==> config.mk <==
export PLATFORM = sky130hd
export DESIGN_NAME = igr_shim_fill_counter
export DESIGN_NICKNAME = d
export VERILOG_FILES = /design/src/source/igr_shim_fill_counter.sv
export VERILOG_INCLUDE_DIRS = /design/src /design/src/include
export SDC_FILE = /design/constraint.sdc
export NUM_CORES = 1
export LEC_CHECK = 0
export BUFFER_PORTS_ARGS = -buffer_cell sky130_fd_sc_hd__buf_2
export CORE_AREA = 2 2 39 41
export CTS_BUF_LIST = sky130_fd_sc_hd__clkbuf_8
export DETAILED_ROUTE_END_ITERATION = 7
export DIE_AREA = 0 0 41 43
export GPL_ROUTABILITY_DRIVEN = 0
export GPL_TIMING_DRIVEN = 0
export HOLD_SLACK_MARGIN = 0.1
export MAX_ROUTING_LAYER = met4
export REMOVE_ABC_BUFFERS = 1
export SYNTH_ARGS = -nofsm -noshare
export SYNTH_HDL_FRONTEND = slang
export SYNTH_SLANG_ARGS = --single-unit
==> constraint.sdc <==
create_clock -name cclk -period 2.19 [get_ports cclk]
set_clock_uncertainty 0.05 [all_clocks]
set_input_delay 0.3285 -clock cclk [delete_from_list [all_inputs] [get_ports cclk]]
set_output_delay 0.3285 -clock cclk [all_outputs]
set_load 0.05 [all_outputs]
==> src/include/igr_shim_params.svh <==
`ifndef IGR_SHIM_PARAMS_SVH
`define IGR_SHIM_PARAMS_SVH

// --------------------------------------------------
// datapath geometry
// --------------------------------------------------

// bits per data word
`define IGR_WORD_W 32

// words per flit, and per packed segment
`define IGR_LANES 8

// logical ports carried on one epl link
`define IGR_PORTS 4

// width of the start-of-frame timestamp
`define IGR_TS_W 16

`endif

==> src/source/igr_shim_fill_counter.sv <==
`timescale 1ns/1ps
`include "igr_shim_params.svh"

module igr_shim_fill_counter (
  input  logic                           cclk,
  input  logic                           rst,
  input  logic [$clog2(`IGR_LANES):0]    i_add,
  input  logic                           i_add_en,
  input  logic                           i_clear,
  output logic [$clog2(`IGR_LANES)-1:0]  o_fill,
  output logic [$clog2(`IGR_LANES)+1:0]  o_sum,
  output logic                           o_wrap,
  output logic                           o_residue
);

  typedef logic [$clog2(`IGR_LANES)+1:0] sum_t;

  // --------------------------------------------------
  // occupancy after this flit
  // --------------------------------------------------

  assign o_sum = sum_t'(o_fill) + sum_t'(i_add);

  // a full segment is ready
  assign o_wrap = (o_sum >= `IGR_LANES);

  // words spill past the segment boundary
  assign o_residue = (o_sum > `IGR_LANES);

  // --------------------------------------------------
  // stored fill
  // --------------------------------------------------

  // the fill wraps modulo a segment, a clear wins over an add
  always_ff @(posedge cclk) begin
    if (rst) begin
      o_fill <= '0;
    end else if (i_clear) begin
      o_fill <= '0;
    end else if (i_add_en) begin
      o_fill <= o_sum[$clog2(`IGR_LANES)-1:0];
    end
  end

endmodule

Word-level counts from Yosys, hierarchy flattened
Index checks and enable logic that the tools add are counted.

Add/subtract/negate cells: 1. Magnitude comparators: 2. Reductions and logical operators: 1.

Operators by type and width (count): $add 3x4->5 (1); $ge 5x4->1 const B (1); $gt 5x4->1 const B (1); $reduce_or 2->1 (1).

Flip-flop bits (word level): 3. Output and inout port bits: 10. Word-level logic and storage cells: 5.

Depth between registers and ports, before layout
Gate-level depths: netlist of the first run.

Depth after elaboration: 2. Mapped depth: 6. Gate-level depth less buffers: 6.

Worst setup path after synthesis of the first run
OpenSTA, ideal clock, no wires.

Path type: reg-to-output. Start point: reg o_fill[0]. End point: out o_wrap. Arrival time: 2316 ps. Data required time: 1811 ps. Slack: -504 ps. Stages on the path, launching flop included: 6. Buffers on the path: 0. Cells stage by stage: dfxtp_1 ha_1 inv_1 fa_1 and4_1 o21bai_1.

Cells in the longest elaborated chain, start to end: 2.

Ends and longest elaborated chain: start, declared (line igr_shim_fill_counter.sv:10) `` output logic [$clog2(`IGR_LANES)-1:0] o_fill, ``; start signal, assigned (line igr_shim_fill_counter.sv:41) `` o_fill <= o_sum[$clog2(`IGR_LANES)-1:0]; ``; $add 3x4->5 (line igr_shim_fill_counter.sv:22) `assign o_sum = sum_t'(o_fill) + sum_t'(i_add);`; $ge 5x4->1 (no source line); end, declared (line igr_shim_fill_counter.sv:12) `output logic o_wrap,`.

No other way between the ends.

Final worst setup path of the first run
Start point: reg o_fill[0]. End point: out o_residue.

Cells in the longest elaborated chain, start to end: 2.

Ends and longest elaborated chain: $add 3x4->5 (line igr_shim_fill_counter.sv:22); $gt 5x4->1 (no source line); end, declared (line igr_shim_fill_counter.sv:13) `output logic o_residue`.

No other way between the ends.

==> run summary, run 1 <==
vias per cell = 4.58
Worst Path Arrival = 1.88 ns
Initial Utilization = 22.3%
endpoint type of the worst setup path = output port
vias in the first global route = 329
Power per Cell Area = 685 nW/um^2
Setup CP Type = flop to output port
share of cells above drive strength 1 = 51.7%
Clock Path Buffers = 2
CTS tree = done
cell taking the most area after synthesis = dfxtp_1
Hold Crit Depth = 2
max_slew headroom = 80.7%
# fillers = 152
Slew Limit Fails = 0
ANT nets after route = 0
Final Setup Violations = 1
Synth Warn # = 0
predominant post-synthesis flop cell = dfxtp_1
Fmax = 442 MHz
Seq pwr share = 17.2%
worst hold path type = input pin to flop
Post-Syn Area = 309 um^2
# H-tree levels = 1
ant diodes = 0
worst reg2reg path endpoint = o_fill[1]
Pint = 0.223 mW
Die ar. = 1760 um^2
post-DP HPWL = 554 um
DRC = 0
Tmin final = 2.26 ns
Final WS setup = -0.0720 ns
Clock Sinks = 3
Layout area overhead = 64.8%
gr ovfl total = 0
clk_lat worst skew = 0.21 ns
drt first-iter violations = 2
Critical R2R Launch = o_fill[0]
via count = 339
P_sw = 0.126 mW
sink of the worst hold path = o_fill[0]
core area = 1380 um^2
global-route total usage across every layer = 12.0%
RSZ-0062 raised after global routing = true
run status = finished with violations
Die W = 41 um
commonest cells in the netlist = inv_1, dfxtp_1, ha_1, nor2b_1
max reg flops = 3
Regs by FF count = o_fill: 3 flops
Post-Route WL = 741 um
Yosys top cell area share = 19.4%
syn avg cell area = 8.58 um^2
Cells after Synth = 36
cell with the most instances after synthesis = inv_1
drt wl/cell = 10.0 um
critical hold path startpoint = rst
Comb power frac = 38.2%
register area share after synthesis = 19.4%
Clock Tree Root = clkbuf_8
Synth area leaders = dfxtp_1, ha_1, fa_1, mux2i_1, nor2b_1
critical path required time = 1.81 ns
sw frac = 36.1%
Vert. Die Dim = 43 um
register-to-register setup slack = 0.56 ns
Final Cycle Share = 103%
clock transition time at the flip-flop clock pins of the worst setup and hold paths = 0.03 ns
final core utilization = 36.8%
initial antenna violation count = 0
layout net count = 71
Hold Worst Slack = 0.259 ns
CTS Buf Count = 3
Hold Vio Cnt, Final = 0
Async SR Flop Fraction = 0%
Leak Pwr = 0.245 nW
Top reg by flops = o_fill
critical path fanouts, max = 2
Max VDD drop = 330 uV
cts hold-fix bufs = 0
worst slew pin tran = 0.288 ns
global-route wire length before repair = 1.34 mm
largest net degree at the start of global routing = 9
Startpoint Class = flop
clock group share of total power = 44.6%
R2R depth = 5
synth unique cells = 23
number of I/O pins = 18
Port Buffer Count = 17
max cap viols = 0
Post-synth EDFFs = 0
failing checks = setup timing
Synth Register Bits = 3
1st-pass router iterations = 3
row count = 14
## kinds of logic (layout without fill, tap and decap cells)
logic type	count (synthesis)	in the layout	synth area share [%]
flip-flops	3	3	19.4
multiplexers	2	2	6.48
XOR/XNOR	2	2	5.67
buffers and inverters	5	27	6.47
AND/OR/NAND/NOR	12	12	23.9
adder cells (fa/ha/maj)	4	4	18.6
AO/OA/AOI/OAI	8	8	19.4
## metal layers
layer | track usage, % | part of all wire [%] | vias up
met3 | 3.66 | 5.8 | 2
met1 | 12.3 | 35 | 155
li1 | - | - | 174
met2 | 17.8 | 57 | 8
met4 | 10.0 | 2.4 | 0
met5 | - | 0 | -
## power groups by stage
stage / sequential (mW) / clock (mW) / combinational, mW
6_report: 0.0600 / 0.155 / 0.133
5_1_grt: 0.0605 / 0.169 / 0.143
4_1_cts: 0.0600 / 0.160 / 0.132
3_5_place_dp: 0.0603 / 0 / 0.118
3_3_place_gp: 0.0602 / 0 / 0.117
2_1_floorplan: 0.0683 / 0 / 0.0807
## critical path: stages, from the launching register on
cell and delay, ns:
dfxtp_2 0.34, ha_4 0.13, inv_2 0.03, fa_2 0.53, nor2b_4 0.15, a31oi_2 0.08
o2111a_1 0.25, buf_6 0.15
## how the worst max path moves through the flow
| stage | from | end | slack (ns) | cells past startpoint |
|---|---|---|---|---|
| floorplan | o_fill[0] | o_wrap | -0.50 | 5 |
| global placement | i_add[0] | o_residue | -0.11 | 8 |
| detailed placement | i_add[0] | o_residue | -0.1 | 8 |
| CTS | o_fill[0] | o_residue | -0.09 | 7 |
| global route | o_fill[0] | o_residue | -0.15 | 7 |
| finish | o_fill[0] | o_residue | -0.07 | 7 |
## cells in the final DEF, fill, tap and decap left out
master,instances
buf_2,15
inv_1,4
clkbuf_8,3
buf_4,3
xnor2_1,2
a21oi_1,2
nor2b_1,2
nor2_1,2
mux2i_1,2
ha_1,2
dfxtp_2,2
inv_2,1
a21o_1,1
o21a_1,1
nor2b_4,1
nand2_1,1
a31oi_2,1
nand3b_1,1
nand4_1,1
nand2b_1,1
o2111a_1,1
and4_1,1
o21bai_1,1
a2111oi_1,1
nor3_2,1
nor3_1,1
fa_2,1
ha_4,1
dfxtp_1,1
buf_6,1
## per-stage QoR
step                      power (mW)  setup TNS [ns]  worst slack [ns]  instance area (um^2)  cells
after detailed placement       0.178         -0.0985           -0.0985                   409     68
after global routing           0.373          -0.154            -0.154                   509     74
after CTS                      0.352         -0.0947           -0.0947                   499     74
after floorplan                0.149           -2.08            -0.504                   304     35
final                          0.349         -0.0720           -0.0720                   509     74
after global placement         0.177          -0.110            -0.110                   409     68
## final cells by class
cell class / instances / area, um^2 / area share [%]
clock inverters: 1 / 3.75 / 0.737
clock buffers: 3 / 41.3 / 8.11
flip-flops and latches: 3 / 62.6 / 12.3
well taps: 16 / 20.0 / 3.93
multi-input cells: 28 / 258 / 50.6
repair buffers: 19 / 109 / 21.4
inverters: 4 / 15.0 / 2.95
## timing repair
item / CTS / global route
resized for setup: 9 / 3
setup buffers: 2 / 0
setup endpoints to repair: 2 / 4
pin swaps: 2 / 2
No activity file was read; power rests on OpenSTA's default activity.
==> run 2: changes to the inputs <==
--- a/config.mk
+++ b/config.mk
@@ -16,4 +16,5 @@
 export HOLD_SLACK_MARGIN = 0.1
 export MAX_ROUTING_LAYER = met4
+export PLACE_DENSITY = 0.6
 export REMOVE_ABC_BUFFERS = 1
 export SYNTH_ARGS = -nofsm -noshare
==> constraint.sdc (replaced) <==
create_clock -name cclk -period 2.19 [get_ports cclk]
set_clock_uncertainty 0.05 [all_clocks]
set_input_delay 0.1095 -clock cclk [delete_from_list [all_inputs] [get_ports cclk]]
set_output_delay 0.1095 -clock cclk [all_outputs]
set_load 0.05 [all_outputs]
==> run summary, run 2 (same netlist as run 1, synthesis figures left out) <==
Layout area overhead = 76.5%
Final WS setup = 0.0945 ns (+0.167 ns)
global-route total usage across every layer = 11.1% (-0.93 points)
Regs by FF count = o_fill: 3 flops
max reg flops = 3 (unchanged)
CTS tree = done
Slew Limit Fails = 0 (unchanged)
Port Buffer Count = 17 (unchanged)
Die W = 41 um (unchanged)
Die ar. = 1760 um^2 (unchanged)
Worst Path Arrival = 1.94 ns (+0.06 ns)
Max VDD drop = 372 uV (+13%)
global-route wire length before repair = 1.27 mm (-5.2%)
post-DP HPWL = 554 um (unchanged)
Total Power = 0.354 mW (+1.5%)
Placed Area = 409 um^2 (unchanged)
crit-path leading delay family = adder cells
drt wl/cell = 10.1 um (+0.51%)
final core utilization = 39.4% (+2.6 points)
number of I/O pins = 18 (unchanged)
sw frac = 35.8% (-0.27 points)
Hold Vio Cnt, Final = 0 (unchanged)
CP max stage delay = 0.56 ns (+0.03 ns)
RSZ-0062 raised after global routing = false
ANT nets after route = 0 (unchanged)
commonest cells after routing, fill and taps aside = buf_2, inv_1, dlygate4sd3_1
1st-pass router iterations = 2 (-1)
Inst Count DP = 68 (unchanged)
vias in the first global route = 320 (-2.7%)
gr ovfl total = 0 (unchanged)
Hold Worst Slack = 0.332 ns (+0.0729 ns)
Final Cycle Share = 95.7% (-7.6 points)
CTS Buf Count = 3 (unchanged)
worst slew pin tran = 0.286 ns (-0.00217 ns)
run status = finished clean
Post-Route WL = 775 um (+4.6%)
post-route setup TNS = 0 ns (+0.0720 ns)
row count = 14 (unchanged)
Top reg by flops = o_fill
Final Instance Area = 546 um^2 (+7.1%)
Initial Utilization = 22.3% (unchanged)
drt first-iter violations = 2 (unchanged)
Fmax = 477 MHz (+7.9%)
clock transition time at the flip-flop clock pins of the worst setup and hold paths = 0.03 ns (about the same)
Power per Cell Area = 649 nW/um^2 (-5.3%)
crit path cell chain = ha_4 > inv_1 > fa_2 > nor2b_4 > a31oi_2 > o2111a_1 > buf_6
Final Setup Violations = 0 (-1)
layout net count = 74 (+4.2%)
Clock Path Buffers = 2 (unchanged)
WP buf/inv = 2 (unchanged)
largest net degree at the start of global routing = 9 (unchanged)
Tmin final = 2.10 ns (-0.167 ns)
Seq pwr share = 16.9% (-0.3 points)
DRC = 0 (unchanged)
P_sw = 0.127 mW (+0.73%)
clk_lat worst skew = 0.21 ns (about the same)
Setup CP Type = flop to output port
endpoint type of the worst setup path = output port
initial antenna violation count = 0 (unchanged)
Leak Pwr = 0.264 nW (+7.7%)
share of cells above drive strength 1 = 45.9% (-5.8 points)
ant diodes = 0 (unchanged)
Clock Sinks = 3 (unchanged)
max_slew headroom = 80.9% (+0.14 points)
Clock Tree Root = clkbuf_8
vias per cell = 4.64 (+1.2%)
Worst path slowest cell = fa_2
Comb power frac = 39.5% (+1.3 points)
critical path fanouts, max = 3 (+1)
core area = 1380 um^2 (unchanged)
critical path required time = 2.03 ns (+0.22 ns)
# H-tree levels = 1 (unchanged)
Pint = 0.227 mW (+1.9%)
Vert. Die Dim = 43 um (unchanged)
most common cell after layout, fill and taps aside = buf_2
Startpoint Class = flop
worst hold path type = input pin to flop
max cap viols = 0 (unchanged)
clock group share of total power = 43.6% (-1.0 points)
via count = 357 (+5.3%)
filler-free cell count of the finished design = 77 (+4.1%)
pre-CTS setup slack = 0.209 ns (+0.308 ns)
# fillers = 146 (-3.9%)
run 2: final timing paths:
kind	from	end	slack, ns	cells past startpoint
max	o_fill[0]	o_residue	0.09	7
min	i_add[0]	o_fill[0]	0.33	4
max reg2reg	o_fill[0]	o_fill[2]	0.16	7
min reg2reg	o_fill[1]	o_fill[1]	0.48	2
run 2: repair_timing:
action                                 in CTS  in global routing
endpoints found under the hold margin       3                  0
setup buffers                               0                  1
hold buffers                                4                  0
gates resized for setup                     2                  8
pin swaps                                   0                  1
setup endpoints to repair                   1                  2
run 2: layout make-up:
class	count	area, um^2	share of cell area [%]
inverters	4	15.0	2.75
repair buffers	22	139	25.5
flip-flops and latches	3	61.3	11.2
multi-input cells	28	265	48.6
well taps	16	20.0	3.67
clock inverters	1	3.75	0.688
clock buffers	3	41.3	7.57
run 2: metal layers:
| layer | global-route usage [%] | up-vias | share of wire (%) |
|---|---|---|---|
| li1 | - | 181 | - |
| met1 | 11.3 | 166 | 36 |
| met2 | 15.9 | 8 | 57 |
| met3 | 3.66 | 2 | 4.8 |
| met4 | 10.0 | 0 | 2.3 |
| met5 | - | - | 0 |
run 2: power groups by stage:
stage	clock network, mW	logic, mW	registers, mW
floorplan	0	0.0807	0.0683
global placement	0	0.117	0.0602
detailed placement	0	0.118	0.0603
CTS	0.160	0.125	0.0596
global route	0.169	0.148	0.0605
finish	0.154	0.140	0.0600
run 2: worst min-delay path, stage by stage:
cell and delay (ns):
buf_2 0.10, ha_4 0.15, mux2i_1 0.07, nor3_1 0.11
==> run 3: changes to the inputs <==
- CAP_MARGIN: not set -> 20
- CTS_CLUSTER_DIAMETER: not set -> 30
- PLACE_DENSITY: 0.6 -> 0.47
==> run summary, run 3 (same netlist as run 1, synthesis figures left out) <==
run status = finished clean
Comb power frac = 37.7% (-1.8 points)
ant diodes = 0 (unchanged)
global-route wire length before repair = 1.23 mm (-3.2%)
Clock Tree Root = clkbuf_8
Hold Vio Cnt, Final = 0 (unchanged)
endpoint type of the worst setup path = output port
Startpoint Class = flop
Seq pwr share = 17.5% (+0.6 points)
post-route setup TNS = 0 ns (unchanged)
Placed Area = 409 um^2 (unchanged)
largest net degree at the start of global routing = 9 (unchanged)
pre-CTS setup slack = 0.222 ns (+0.0126 ns)
global-route total usage across every layer = 10.9% (-0.23 points)
Clock Sinks = 3 (unchanged)
P_sw = 0.122 mW (-3.6%)
Critical Path Start = o_fill[0]
Worst Path Arrival = 1.96 ns (+0.02 ns)
Leak Pwr = 0.249 nW (-5.6%)
core area = 1380 um^2 (unchanged)
Total Power = 0.342 mW (-3.5%)
DRC = 0 (unchanged)
Setup CP Type = flop to output port
Die ar. = 1760 um^2 (unchanged)
filler-free cell count of the finished design = 75 (-2.6%)
drt first-iter violations = 4 (+2)
CTS Buf Count = 3 (unchanged)
RSZ-0062 raised after global routing = false
Regs by FF count = o_fill: 3 flops
clk_lat worst skew = 0.21 ns (about the same)
Inst Count DP = 68 (unchanged)
Vert. Die Dim = 43 um (unchanged)
Final WS setup = 0.0740 ns (-0.0205 ns)
crit-path leading delay family = adder cells
Die W = 41 um (unchanged)
1st-pass router iterations = 2 (unchanged)
clock group share of total power = 44.8% (+1.2 points)
most common cell after layout, fill and taps aside = buf_2
number of I/O pins = 18 (unchanged)
Top reg by flops = o_fill
CTS tree = done
worst slew pin tran = 0.326 ns (+0.0401 ns)
WP buf/inv = 2 (unchanged)
vias per cell = 4.51 (-2.8%)
critical hold path startpoint = i_add_en
Initial Utilization = 22.3% (unchanged)
max reg flops = 3 (unchanged)
ANT nets after route = 0 (unchanged)
max cap viols = 0 (unchanged)
Clock Path Buffers = 2 (unchanged)
sw frac = 35.7% (-0.036 points)
CP max stage delay = 0.54 ns (-0.02 ns)
Final Cycle Share = 96.6% (+0.94 points)
Critical R2R Launch = o_fill[0]
Final Setup Violations = 0 (unchanged)
share of cells above drive strength 1 = 44.1% (-1.8 points)
commonest cells after routing, fill and taps aside = buf_2, inv_1, clkbuf_8, dlygate4sd3_1
Tmin final = 2.12 ns (+0.0205 ns)
Layout area overhead = 64.0%
max_slew headroom = 78.2% (-2.7 points)
critical path fanouts, max = 3 (unchanged)
Final Instance Area = 507 um^2 (-7.1%)
row count = 14 (unchanged)
clock transition time at the flip-flop clock pins of the worst setup and hold paths = 0.03 ns (about the same)
crit path cell chain = ha_2 > inv_1 > fa_2 > nor2b_2 > a31oi_1 > o2111a_1 > buf_6
Pint = 0.220 mW (-3.4%)
Worst path slowest cell = fa_2
gr ovfl total = 0 (unchanged)
# H-tree levels = 1 (unchanged)
Slew Limit Fails = 0 (unchanged)
drt wl/cell = 9.81 um (-2.5%)
layout net count = 72 (-2.7%)
Power per Cell Area = 674 nW/um^2 (+3.9%)
via count = 338 (-5.3%)
post-DP HPWL = 548 um (-0.99%)
critical path required time = 2.03 ns (about the same)
vias in the first global route = 317 (-0.94%)
worst hold path type = input pin to flop
Post-Route WL = 736 um (-5.0%)
Fmax = 473 MHz (-0.97%)
initial antenna violation count = 0 (unchanged)
Max VDD drop = 325 uV (-13%)
Port Buffer Count = 17 (unchanged)
==> run 3: cell count changes in the layout (fill, tap and decap cells not counted), sizes merged <==
cell	change
dlygate4sd3	-1
buf	-1
==> run 3: layout make-up <==
class | count | area (um^2)
clock buffers | 3 | 41.3
clock inverters | 1 | 3.75
fillers | 148 | 877
inverters | 4 | 15.0
multi-input cells | 28 | 244
flip-flops and latches | 3 | 61.3
well taps | 16 | 20.0
repair buffers | 20 | 121
==> run 3: final timing paths <==
path / endpoint / slack [ns] / depth (start not counted)
setup / recovery: o_residue / 0.07 / 7
hold / removal: o_fill[1] / 0.11 / 2
setup reg to reg: o_fill[2] / 0.18 / 7
hold reg to reg: o_fill[1] / 0.47 / 2
==> run 3: metrics by stage <==
stage	utilization [%]	hold slack, ns
final	36.6	0.111
after global routing	36.6	0.119
after CTS	35.4	0.113
after detailed placement	29.6	0.269
after global placement	29.6	0.268
after floorplan	-	0.129
==> run 3: per-layer routing <==
layer / global-route usage (%) / up-vias / part of all wire [%]
met1: 11.9 / 149 / 44
li1: - / 174 / -
met5: - / - / 0
met2: 15.0 / 13 / 51
met3: 4.71 / 2 / 3.5
met4: 8.00 / 0 / 1.4
==> run 3: what timing repair did <==
item / CTS / global route
endpoints found under the hold margin: 3 / 0
setup endpoints to repair: 1 / 2
setup buffers: 0 / 0
resized for setup: 2 / 5
hold buffers: 3 / 0
==> run 3: power groups by stage <==
stage	Combinational [mW]	Clock, mW	Sequential, mW
after global placement	0.118	0	0.0604
after floorplan	0.0807	0	0.0683
final	0.129	0.153	0.0597
after global routing	0.137	0.164	0.0604
after detailed placement	0.118	0	0.0603
after CTS	0.125	0.157	0.0596
