## src/include/igr_shim_params.svh

```systemverilog
`ifndef IGR_SHIM_PARAMS_SVH
`define IGR_SHIM_PARAMS_SVH

// --------------------------------------------------
// datapath geometry
// --------------------------------------------------

// bits per data word
`define IGR_WORD_W 32

// words per flit, and per packed segment
`define IGR_LANES 8

// logical ports carried on one epl link
`define IGR_PORTS 4

// width of the start-of-frame timestamp
`define IGR_TS_W 16

`endif

```

## src/source/igr_shim_pkg.sv

```systemverilog
`include "igr_shim_params.svh"

package igr_shim_pkg;

  // --------------------------------------------------
  // basic fields
  // --------------------------------------------------

  typedef logic [`IGR_WORD_W-1:0] word_t;

  // lane index within a flit
  typedef logic [$clog2(`IGR_LANES)-1:0] lane_t;

  // word count, 0 up to a full flit
  typedef logic [$clog2(`IGR_LANES):0] cnt_t;

  // --------------------------------------------------
  // metadata, one word read two ways
  // --------------------------------------------------

  // start view, valid on a start flit
  typedef struct packed {
    logic [2:0]           tc;
    logic [`IGR_TS_W-1:0] ts;
    logic                 rsvd;
  } md_sop_t;

  // end view, valid on an end flit
  typedef struct packed {
    logic        err;
    logic [13:0] byte_len;
    logic [4:0]  rsvd;
  } md_eop_t;

  typedef union packed {
    md_sop_t sop;
    md_eop_t eop;
  } epl_md_u;

  // --------------------------------------------------
  // flits and segments
  // --------------------------------------------------

  typedef struct packed {
    word_t [`IGR_LANES-1:0]        words;
    logic [`IGR_LANES-1:0]         valid_mask;
    logic [$clog2(`IGR_PORTS)-1:0] port;
    logic                          sop;
    logic                          eop;
    epl_md_u                       md;
  } epl_flit_t;

  // flit after compaction, first valid word in lane 0
  typedef struct packed {
    word_t [`IGR_LANES-1:0] words;
    cnt_t                   count;
    logic [`IGR_PORTS-1:0]  port_oh;
    logic                   sop;
    logic                   eop;
    epl_md_u                md;
  } rx_flit_t;

  typedef struct packed {
    word_t [`IGR_LANES-1:0] words;
    cnt_t                   count;
    logic                   sop;
    logic                   eop;
    epl_md_u                md;
  } shim_seg_t;

  typedef enum logic [1:0] {
    IDLE,
    FRAME,
    FLUSH
  } frame_state_t;

endpackage

```

## src/source/igr_shim_rx_stage.sv

```systemverilog
`timescale 1ns/1ps
`include "igr_shim_params.svh"

module igr_shim_rx_stage (
  input  logic                     cclk,
  input  logic                     rst,
  input  igr_shim_pkg::epl_flit_t  i_flit,
  input  logic                     i_flit_v,
  output igr_shim_pkg::rx_flit_t   o_rx,
  output logic                     o_rx_v
);
  import igr_shim_pkg::*;

  epl_flit_t s1q_flit;
  lane_t     first_lane;
  cnt_t      lane_cnt;

  // --------------------------------------------------
  // s1 input register
  // --------------------------------------------------

  // the link cannot be stalled, so the flit is always captured
  always_ff @(posedge cclk) s1q_flit <= i_flit;

  always_ff @(posedge cclk) begin
    if (rst) begin
      o_rx_v <= 1'b0;
    end else begin
      o_rx_v <= i_flit_v;
    end
  end

  // --------------------------------------------------
  // compaction and port decode
  // --------------------------------------------------

  always_comb begin
    // lowest set mask bit marks the start of the run
    first_lane = '0;
    for (int i = `IGR_LANES - 1; i >= 0; i--) begin
      if (s1q_flit.valid_mask[i]) begin
        first_lane = lane_t'(i);
      end
    end

    lane_cnt = '0;
    for (int i = 0; i < `IGR_LANES; i++) begin
      lane_cnt = lane_cnt + cnt_t'(s1q_flit.valid_mask[i]);
    end

    // shift the run down to lane 0, lanes past the end read as zero
    for (int i = 0; i < `IGR_LANES; i++) begin
      o_rx.words[i] = '0;
      if (i + first_lane < `IGR_LANES) begin
        o_rx.words[i] = s1q_flit.words[i + first_lane];
      end
    end

    for (int p = 0; p < `IGR_PORTS; p++) begin
      o_rx.port_oh[p] = (s1q_flit.port == p);
    end

    o_rx.count = lane_cnt;
    o_rx.sop   = s1q_flit.sop;
    o_rx.eop   = s1q_flit.eop;
    o_rx.md    = s1q_flit.md;
  end

endmodule

```

## config.mk

```make
export PLATFORM = sky130hd
export DESIGN_NAME = igr_shim_rx_stage
export DESIGN_NICKNAME = d
export VERILOG_FILES = /design/src/source/igr_shim_pkg.sv /design/src/source/igr_shim_rx_stage.sv
export VERILOG_INCLUDE_DIRS = /design/src /design/src/include
export SDC_FILE = /design/constraint.sdc
export NUM_CORES = 1
export LEC_CHECK = 0
export BUFFER_PORTS_ARGS = -buffer_cell sky130_fd_sc_hd__buf_2
export CAP_MARGIN = 20
export CELL_PAD_IN_SITES_DETAIL_PLACEMENT = 1
export CELL_PAD_IN_SITES_GLOBAL_PLACEMENT = 1
export CORE_AREA = 2 2 223 225
export CTS_BUF_LIST = sky130_fd_sc_hd__clkbuf_8
export DETAILED_ROUTE_END_ITERATION = 6
export DIE_AREA = 0 0 225 227
export GPL_ROUTABILITY_DRIVEN = 0
export PLACE_DENSITY_LB_ADDON = 0.1
export SETUP_SLACK_MARGIN = 0.02
export SYNTH_ARGS = -nofsm -noshare
export SYNTH_HDL_FRONTEND = slang
export SYNTH_SLANG_ARGS = --single-unit
```

## constraint.sdc

```tcl
create_clock -name cclk -period 2.9 [get_ports cclk]
set_input_delay 0.145 -clock cclk [delete_from_list [all_inputs] [get_ports cclk]]
set_output_delay 0.145 -clock cclk [all_outputs]
set_load 0.05 [all_outputs]
```

-- Word-level counts from Yosys, hierarchy flattened
Cells that the tools add are included.
Widths: inputs -> output; s select.
- reductions and logical operators: 1
- magnitude comparators: 16
- eq/ne operators: 3
- shifts and indexed selects: 0
- add/subtract/negate cells: 14
- muxes and demuxes: 32
- bitwise operators: 0
- $mul: 0
- div/mod/pow operators: 0
- operators with widths (operator ; number):
    $bmux 32 s3 ; 8
    $mux 32 ; 16
    $lt 32x4->1 const B ; 7
    $lt 4x4->1 const B ; 7
    $mux 3 ; 8
    $add 3x3->4 const A ; 4
    $add 4x1->4 ; 4
    $add 2x3->4 const A ; 2
    $lt 3x4->1 const B ; 2
    $add 1x3->4 const A ; 1
    $add 3x1->4 ; 1
    $eq 2x2->1 const B ; 2
    $add 2x1->3 ; 1
    $add 1x1->2 ; 1
    $eq 2x1->1 const B ; 1
    $logic_not 2->1 ; 1
- output and inout bits: 287
- memories kept: 0
- memory bits (read-only): 0
- bits in latches: 0
- bits in writable memories: 0
- register bits: 289
- bits of input ports: 291

-- Longest topological paths before layout
Gate-level depths: netlist of the first run.
- depth after elaboration: 12
- gate-level depth with buffers: 12
- depth with buffers taken out: 9

-- Worst setup path before layout of the first run
No wires, ideal clock.
- kind: flip-flop to output port
- start point: reg s1q_flit[30] (netlist name)
- end point: out o_rx[254] (netlist name)
- data arrival time: 3529 ps
- path buffers: 4
- cell stages (with the launch flop): 12
- path slack: -774 ps
- path through: dfxtp_1 -> nor2_1 -> o31ai_4 -> nand2_1 -> buf_4 -> buf_2 -> ha_1 -> buf_2 -> clkbuf_1 -> mux4_2 -> a21oi_1 -> nor3_1
- RTL lines (what ; RTL line ; text):
    start: declaration ; igr_shim_rx_stage.sv:14 ; epl_flit_t s1q_flit;
    start signal: assignment ; igr_shim_rx_stage.sv:23 ; always_ff @(posedge cclk) s1q_flit <= i_flit;
    end: declaration ; igr_shim_rx_stage.sv:9 ; output igr_shim_pkg::rx_flit_t o_rx,

==> run_results.csv, run 1 <==
group,metric,value,unit
floorplanning,die_area,0.0511,sq mm
synth,postSynthNetCount,1716,
power,power_leakage,0.0140,uW
global_route,antenna_found_initial,2,
global_route,grt_pass1_vias,20267,
floorplanning,initial_utilization,0.299,
clocking,cts.sink_count,289,
synth,syn_inst,1416,
global_route,use_met1,0.427,
global_route,track_usage,0.388,
timing,fin_crit,3.68,ns
floorplanning,io_pins,578,
route,firstDrtPassIters,5,
outcome,status,"finished, violations left",
global_route,grt_use_met3,0.0822,
worst_setup_path,worstPathRequired,2.76,ns
layout,areaGrowthSynthToFinish,128,%
timing,fin_crit_sh,1.27,
placement,dp.cells,2541,
global_route,grt_max_degree,42,
timing,setup_ws,-0.783,ns
floorplanning,coreArea,0.0485,sq mm
worst_setup_path,crit_arrival,3.54,ns
clocking,cts-root-buf,"clkbuf_8",
synth,ys_types,43,
synth,synth_area_leaders,"dfxtp_1 40%, mux2i_1 19%, a22o_1 6.5%",
synth,ys_async_sr_fraction,0,
synth,synth_common_cells,"289 x dfxtp_1, 281 x mux2i_1, 148 x nand2_1, 108 x a22o_1, 84 x a21oi_1",
synth,yosysSeqAreaShare,0.398,
layout,finalNetCount,2784,
power,irDropWorstVdd,0.443,mV
power,p_total,19000,uW
timing,worst_pin_slew,0.482,ns
global_route,overflow,0,
timing,grt_setup_unrepaired,"true",
route,detail_route.wirelength,109,mm
timing,timing.slew.headroom,0.669,
clocking,path_clk_slew,0.08,ns
worst_setup_path,path_max_fanout,2,
worst_setup_path,criticalPathCategory,"register to output port",
outcome,violations,"setup timing",
timing,drv_slew,0,
layout,final_layout_size_suffix_gt1_frac,0.621,
floorplanning,die_height,227,um
run,max_cap_violations,0,
clocking,cts_buffers,53,
synth,synthFlopType,"dfxtp_1",
synth,synth_top_cell_by_area,"dfxtp_1",
synth,ys_seq_elements,289,
clocking,clk_path_buf_depth,3,
layout,layout.cells.non_filler,3145,
layout,fillers,4515,
synth,synth_top_area_share,0.398,
synth,synth.yosys.warnings,0,
global_route,met2_usage,0.697,
synth,syn_area,0.0145,sq mm
route,vias,18403,
global_route,grt.busiest_layer,"met2",
placement,port_buffers,577,
worst_setup_path,start_kind,"register",
worst_hold_path,min_path_type,"input port to register",
synth,yosysMostFrequentCell,"dfxtp_1",
synth,synth_edf_count,0,
clocking,cts_tree,"done",
route,first_iter_violations,1371,
route,drc,0,
floorplanning,rows,81,
worst_setup_path,cp-end-kind,"output port",
timing,hold_viol_final,0,
timing,finalSetupViolations,246,
power,power.density,573,mW/mm^2
timing,setup_tns,-73.15,ns
floorplanning,die_x,225,um
global_route,grt_pass1_wl,144,mm
placement,dp_hpwl,49.4,mm
route,drtAntennaViolNets,0,
clocking,cts-htree-levels,2,
route,post_drt_wl_per_cell,34.8,um
route,avgViaCountPerCell,5.85,
synth,syn_avg_cell_area,10.3,sq um
timing,clock.fmax,0.271,GHz
[placed cells by master (no fill, tap or decap), types with 36 or more instances in the layout]
cell type      Yosys  layout
buf_2             45     336
buf_4             30      86
dfxtp_1          289     282
buf_8              0     119
nand2_1          148     123
clkbuf_8           0      63
buf_12             0      84
a21oi_1           84      39
mux2i_2            0      72
mux4_2            36      36
a22o_4             0     100
buf_16             0      70
mux2i_1          281      78
buf_6             15     165
mux2i_4            0     131
dlygate4sd3_1      0     290
[layer usage]
layer / vias up / routed length, um
met5: - / 9
met4: 2 / 7990
met3: 466 / 8640
met2: 1192 / 54600
met1: 9215 / 38200
li1: 7528 / -
[per-stage QoR]
stage | util | setup WS (ns) | area (sq um) | hold slack, ns
5_1_grt | 0.682 | -0.882 | 33100 | 0.0941
4_1_cts | 0.652 | -0.773 | 31700 | 0.0680
3_5_place_dp | 0.389 | -0.193 | 18900 | 0.249
3_3_place_gp | 0.389 | -0.142 | 18900 | 0.247
2_1_floorplan | - | -0.0579 | 15000 | 0.173
6_report | 0.682 | -0.783 | 33100 | 0.0942
[critical path, cell delays in order (launching register included)]
cell,delay [ns]
dfxtp_4,0.36
inv_4,0.04
fa_1,0.50
fa_1,0.52
fa_2,0.44
inv_2,0.08
ha_4,0.13
inv_2,0.04
fa_2,0.55
clkinvlp_4,0.08
buf_6,0.15
[cell type report]
cell class / instances / area, sq um / share of cell area
repair buffers: 1161 / 12800 / 0.387
diodes: 1 / 2.50 / 0.0000756
clock inverters: 30 / 193 / 0.00582
well taps: 622 / 778 / 0.0235
inverters: 17 / 109 / 0.00329
clock buffers: 63 / 867 / 0.0262
flip-flops and latches: 289 / 5810 / 0.175
multi-input cells: 962 / 12500 / 0.379
[report_power, final]
part | switching (uW) | internal (uW) | leakage, uW
Clock | 2070 | 2150 | 0.000607
Sequential | 281 | 4190 | 0.00244
Combinational | 5590 | 4670 | 0.0109
Total | 7940 | 11000 | 0.0140
[final timing paths]
path / startpoint / end / slack [ns] / cells after the start
worst min-delay path: i_flit[135] / s1q_flit[135] / 0.09 / 2
worst max-delay path: s1q_flit[24] / o_rx[27] / -0.78 / 10
[cell families (layout without fill, tap and decap cells)]
kind of cell,Yosys count,in the layout,synth area share
compound gates,363,363,0.196
mux,317,317,0.249
flops,289,289,0.398
simple gates,268,269,0.0820
buf+inv,166,1271,0.0624
fa+ha+maj,9,9,0.00981
xor+xnor,4,4,0.00241
other cells,0,1,0
[state kept, by name, indices dropped and copies added (netlist names)]
signal	flops
o_rx_v	1
s1q_flit	266
o_rx	22
[repair_timing]
item,in CTS,in global routing
resized for setup,1292,261
endpoints found under the hold margin,289,0
hold buffers,290,0
setup endpoints to repair,260,259
gates cloned,71,5
pin swaps,134,89
buffers inserted,120,51
Power figures use the tool's default switching activity.
==> inputs of run 2 (changes only) <==
==> constraint.sdc (replaced) <==
create_clock -name cclk -period 2.9 [get_ports cclk]
set_input_delay 0.29 -clock cclk [delete_from_list [all_inputs] [get_ports cclk]]
set_output_delay 0.29 -clock cclk [all_outputs]
set_load 0.05 [all_outputs]
==> run 2 against run 1 <==
The flow still finishes with violations (setup timing). Setup slack lost 0.60 ns. First-iteration DRC count grew 81%. Clock power grew 12%. Worst hold slack gained 0.076 ns. Count of clock-buffer cells in the layout grew 4.
==> run_results.csv, run 2 (synthesis gave the netlist of run 1 again) <==
group,metric,value,unit
worst_setup_path,path_max_fanout,5,
worst_setup_path,cp-end-kind,"output port",
clocking,cts-root-buf,"clkbuf_8",
clocking,clk_path_buf_depth,3,
layout,final_layout_size_suffix_gt1_frac,0.688,
power,power_leakage,0.0147,uW
worst_setup_path,start_kind,"register",
run,max_cap_violations,0,
floorplanning,initial_utilization,0.299,
global_route,grt_max_degree,58,
floorplanning,die_x,225,um
route,first_iter_violations,2488,
worst_setup_path,crit_arrival,4.00,ns
timing,whs,0.170,ns
clocking,cts.sink_count,289,
clocking,cts_buffers,53,
layout,areaGrowthSynthToFinish,148,%
route,firstDrtPassIters,5,
floorplanning,die_height,227,um
timing,worst_pin_slew,1.05,ns
timing,setup_ws,-1.39,ns
timing,clock.fmax,0.233,GHz
floorplanning,io_pins,578,
power,p_total,21000,uW
global_route,grt_pass1_wl,144,mm
layout,finalNetCount,2876,
timing,fin_crit,4.29,ns
global_route,track_usage,0.386,
timing,drv_slew,0,
layout,largest_reg_flops,266,
timing,finalSetupViolations,260,
timing,hold_viol_final,0,
placement,port_buffers,577,
clocking,path_clk_slew,0.13,ns
global_route,overflow,0,
outcome,violations,"setup timing",
global_route,antenna_found_initial,10,
route,vias,22081,
placement,dp_hpwl,51.6,mm
power,power.density,583,mW/mm^2
outcome,status,"finished, violations left",
worst_setup_path,criticalPathCategory,"register to output port",
floorplanning,coreArea,0.0485,sq mm
floorplanning,rows,81,
floorplanning,die_area,0.0511,sq mm
layout,final_cell_mix,"318 x buf_2, 290 x dlygate4sd3_1, 281 x dfxtp_1",
timing,grt_setup_unrepaired,"true",
worst_hold_path,min_path_type,"input port to register",
global_route,grt_pass1_vias,20854,
route,post_drt_wl_per_cell,46.8,um
power,irDropWorstVdd,0.648,mV
route,drc,0,
worst_setup_path,worstPathRequired,2.61,ns
timing,timing.slew.headroom,0.284,
route,avgViaCountPerCell,6.78,
clocking,cts-htree-levels,2,
layout,layout_commonest_cell,"buf_2",
timing,fin_crit_sh,1.48,
route,detail_route.wirelength,152,mm
route,drtAntennaViolNets,0,
layout,largest_register,"s1q_flit",
clocking,cts_tree,"done",
[run 2: cell count changes in the layout (fill, tap and decap cells not counted), moves of 30 or more]
| cell | change |
|---|---|
| nand2_1 | -34 |
| mux2i_1 | -52 |
| a21oi_1 | -30 |
| mux2i_2 | -47 |
| buf_6 | +36 |
| mux2i_4 | +99 |
| buf_4 | +39 |
[run 2: area by class of cell]
| cell class | count | area [sq um] |
|---|---|---|
| antenna | 24 | 60.1 |
| clock buffer | 67 | 922 |
| clock inverter | 24 | 169 |
| fill | 4192 | 12500 |
| inverter | 17 | 92.6 |
| multi-input combinational | 964 | 14200 |
| sequential | 289 | 5810 |
| tap | 622 | 778 |
| timing repair buffer | 1251 | 14000 |
[run 2: repair_timing]
action                                 4_1_cts  5_1_grt
buffers inserted                           151       99
hold buffers                               290        0
cloned                                      59       21
pin swaps                                  183      192
endpoints found under the hold margin      289        0
gates resized for setup                   1207      685
setup endpoints to repair                  260      260
[run 2: metrics by stage]
stage	std cells	area [sq um]	util	setup WS (ns)	TNS, ns
2_1_floorplan	1416	15600	-	-0.188	-3.01
3_3_place_gp	2573	19900	0.411	-0.295	-11.98
3_5_place_dp	2573	19900	0.411	-0.391	-19.83
4_1_cts	3149	32100	0.662	-0.998	-149.11
5_1_grt	3251	36000	0.742	-1.44	-216.88
6_report	3258	36000	0.742	-1.39	-189.33
[run 2: final timing paths]
| path | from | endpoint | slack, ns | depth (start not counted) |
|---|---|---|---|---|
| setup / recovery | s1q_flit[31] | o_rx[69] | -1.39 | 13 |
| hold / removal | i_flit[76] | s1q_flit[76] | 0.17 | 2 |
[run 2: metal layers]
| layer | share of wire | global-route usage | vias to the layer above |
|---|---|---|---|
| met5 | 0.0022 | 0 | - |
| met2 | 0.43 | 0.678 | 2448 |
| li1 | - | - | 7726 |
| met4 | 0.13 | 0.267 | 14 |
| met1 | 0.30 | 0.411 | 10636 |
| met3 | 0.14 | 0.0928 | 1257 |
[run 2: critical path, stage by stage, from the launching register on]
cell and delay, ns:
dfxtp_4 0.36, nor2b_4 0.13, o2111a_2 0.29, nor2_4 0.24, buf_12 0.16, clkinv_8 0.06, buf_12 0.13, buf_6 0.12
buf_12 0.13, buf_16 0.15, mux2i_4 0.21, mux2i_2 0.85, a22o_4 0.30, buf_8 0.15
[run 2: power by group]
| part | total [uW] | switching [uW] | internal, uW |
|---|---|---|---|
| Combinational | 11700 | 6600 | 5110 |
| Sequential | 4590 | 405 | 4190 |
| Clock | 4710 | 2450 | 2250 |
| Total | 21000 | 9450 | 11500 |
==> inputs of run 3 (changes only) <==
--- a/config.mk
+++ b/config.mk
@@ -6,14 +6,15 @@
 export SDC_FILE = /design/constraint.sdc
 export NUM_CORES = 1
 export LEC_CHECK = 0
+export ABC_AREA = 1
 export BUFFER_PORTS_ARGS = -buffer_cell sky130_fd_sc_hd__buf_2
 export CAP_MARGIN = 20
 export CELL_PAD_IN_SITES_DETAIL_PLACEMENT = 1
 export CELL_PAD_IN_SITES_GLOBAL_PLACEMENT = 1
-export CORE_AREA = 2 2 223 225
+export CORE_MARGIN = 2
+export CORE_UTILIZATION = 31
 export CTS_BUF_LIST = sky130_fd_sc_hd__clkbuf_8
 export DETAILED_ROUTE_END_ITERATION = 6
-export DIE_AREA = 0 0 225 227
 export GPL_ROUTABILITY_DRIVEN = 0
 export PLACE_DENSITY_LB_ADDON = 0.1
 export SETUP_SLACK_MARGIN = 0.02
==> run 3 against run 2 <==
The flow still finishes with violations (setup timing). Routed wire length is 44% lower. Critical path depth is 3 lower. Clock power is 13% lower. Critical path type unchanged. Largest cell class unchanged. Highest routed layer unchanged.
==> run_results.csv, run 3 <==
group,metric,value,unit
synth,yosysSeqAreaShare,0.363,
layout,largest_register,"s1q_flit",
placement,dp_hpwl,55.5,mm
synth,yosysMostFrequentCell,"nand2_1",
timing,finalSetupViolations,260,
layout,final_cell_mix,"615 x nand2_1, 570 x buf_2, 524 x nand3_1",
worst_hold_path,min_path_type,"input port to register",
power,power.density,614,mW/mm^2
outcome,violations,"setup timing",
route,detail_route.wirelength,85.7,mm
worst_setup_path,crit_arrival,3.58,ns
route,drtAntennaViolNets,0,
global_route,overflow,0,
layout,largest_reg_flops,266,
timing,drv_slew,0,
worst_setup_path,crit_path_start,"s1q_flit[24]",
floorplanning,initial_utilization,0.312,
clocking,cts-root-buf,"clkbuf_8",
synth,syn_area,0.0159,sq mm
synth,ys_seq_elements,289,
run,max_cap_violations,0,
worst_setup_path,crit_end,"o_rx[27]",
worst_setup_path,cp-end-kind,"output port",
synth,syn_avg_cell_area,6.18,sq um
clocking,cts.sink_count,289,
placement,placed_area,0.0206,sq mm
synth,synth_edf_count,0,
placement,port_buffers,577,
global_route,grt_max_degree,129,
clocking,path_clk_slew,0.07,ns
floorplanning,die_area,0.0533,sq mm
layout,layout_commonest_cell,"nand2_1",
synth,synth_common_cells,"619 x nand2_1, 524 x nand3_1, 361 x nor2_1, 289 x dfxtp_1, 284 x inv_1",
timing,worst_pin_slew,0.722,ns
worst_setup_path,path_common_cell,"fa_1",
power,power_leakage,0.0130,uW
outcome,status,"finished, violations left",
synth,synth_top_cell_by_area,"dfxtp_1",
worst_setup_path,cp_slowest_cell,"fa_2",
global_route,grt_pass1_wl,128,mm
layout,final_layout_size_suffix_gt1_frac,0.257,
worst_setup_path,critPathMaxStageDelay,0.56,ns
synth,ys_async_sr_fraction,0,
worst_setup_path,worstPathRequired,2.61,ns
synth,synthFlopType,"dfxtp_1",
clocking,cts_tree,"done",
power,p_total,15200,uW
layout,areaGrowthSynthToFinish,54.7,%
synth,synth_top_area_share,0.363,
floorplanning,io_pins,578,
route,post_drt_wl_per_cell,21.0,um
clocking,cts-htree-levels,2,
synth,syn_inst,2582,
floorplanning,rows,83,
floorplanning,die_x,231,um
timing,grt_setup_unrepaired,"true",
route,first_iter_violations,1128,
worst_setup_path,path_max_fanout,2,
global_route,antenna_found_initial,3,
route,avgViaCountPerCell,5.09,
layout,fillers,6664,
placement,dp.cells,3696,
timing,fin_crit,3.87,ns
timing,clock.fmax,0.258,GHz
timing,whs,0.254,ns
synth,ys_types,27,
worst_setup_path,criticalPathCategory,"register to output port",
clocking,clk_path_buf_depth,3,
synth,postSynthNetCount,2882,
power,irDropWorstVdd,0.488,mV
synth,synth_area_leaders,"dfxtp_1 36%, nand3_1 16%, nand2_1 15%",
global_route,track_usage,0.312,
worst_setup_path,start_kind,"register",
floorplanning,coreArea,0.0511,sq mm
layout,layout.cells.non_filler,4081,
timing,timing.slew.headroom,0.519,
timing,setup_ws,-0.972,ns
layout,finalNetCount,3661,
route,vias,20788,
timing,fin_crit_sh,1.34,
route,firstDrtPassIters,5,
floorplanning,die_height,231,um
worst_setup_path,path_cells,"inv_4 > fa_1 > fa_1 > fa_1 > inv_1 > ha_2 > inv_2 > fa_2 > clkinvlp_4 > buf_6",
route,drc,0,
global_route,grt_pass1_vias,22337,
synth,synth.yosys.warnings,0,
timing,hold_viol_final,0,
layout,fin_area,0.0247,sq mm
layout,finish.utilization,0.483,
clocking,cts_buffers,52,
==> run 3: cell types whose count changed after synthesis, sizes merged, moves of 108 or more <==
cell / previous run / this run
nand3: 0 / 525
nand2: 148 / 620
nor2: 52 / 363
mux2i: 281 / 0
inv: 17 / 290
o21ai: 2 / 193
a22o: 108 / 0
==> run 3: power by group <==
| group | internal (uW) | leakage [uW] | switching (uW) |
|---|---|---|---|
| clock | 2200 | 0.000602 | 1880 |
| combinational | 1880 | 0.00993 | 4890 |
| sequential | 4190 | 0.00244 | 108 |
==> run 3: routing by layer <==
| metal | vias to the layer above | track usage | wire (um) |
|---|---|---|---|
| li1 | 9740 | - | - |
| met1 | 10013 | 0.358 | 34100 |
| met2 | 789 | 0.553 | 42100 |
| met3 | 244 | 0.0537 | 4930 |
| met4 | 2 | 0.160 | 4560 |
| met5 | - | 0 | 13 |
==> run 3: cell type report <==
class | count | area [sq um] | share of cell area
Multi-Input combinational cell | 1803 | 9180 | 0.372
Timing Repair Buffer | 922 | 6650 | 0.270
Sequential cell | 289 | 5790 | 0.235
Inverter | 293 | 1110 | 0.0452
Clock buffer | 62 | 853 | 0.0346
Tap cell | 680 | 851 | 0.0345
Clock inverter | 29 | 211 | 0.00857
Antenna cell | 3 | 7.51 | 0.000304
==> run 3: critical path, delay by kind of cell (launching register included) <==
kind	cells	cell delay [ns]
adders and majority gates	5	2.19
buffers and inverters	5	0.40
DFF	1	0.35
==> run 3: cells by family after synthesis <==
| group | after synthesis | share of synthesized area |
|---|---|---|
| compound gates | 260 | 0.0899 |
| xor+xnor | 3 | 0.00165 |
| fa+ha+maj | 9 | 0.00895 |
| buf+inv | 490 | 0.129 |
| flops | 289 | 0.363 |
| simple gates | 1531 | 0.408 |
==> run 3: worst min path at each step <==
stage	from	endpoint	depth (start not counted)
detailed placement	i_flit[22]	s1q_flit[22]	1
finish	i_flit[17]	o_rx[17]	2
floorplan	i_flit[0]	o_rx[0]	0
global placement	i_flit[1]	o_rx[1]	1
global route	i_flit[205]	s1q_flit[205]	2
CTS	i_flit[7]	o_rx[7]	2
==> run 3: stage by stage <==
step / setup WS, ns / TNS [ns]
3_3_place_gp: -0.359 / -20.48
5_1_grt: -1.08 / -182.08
4_1_cts: -1.03 / -210.56
2_1_floorplan: -0.444 / -0.872
6_report: -0.972 / -141.99
3_5_place_dp: -0.392 / -28.47
==> run 3: timing repair <==
item,CTS,global route
pin swaps,3,0
hold buffers,290,0
setup buffers,1,0
resized for setup,6,8
setup endpoints to repair,260,260
endpoints found under the hold margin,289,0
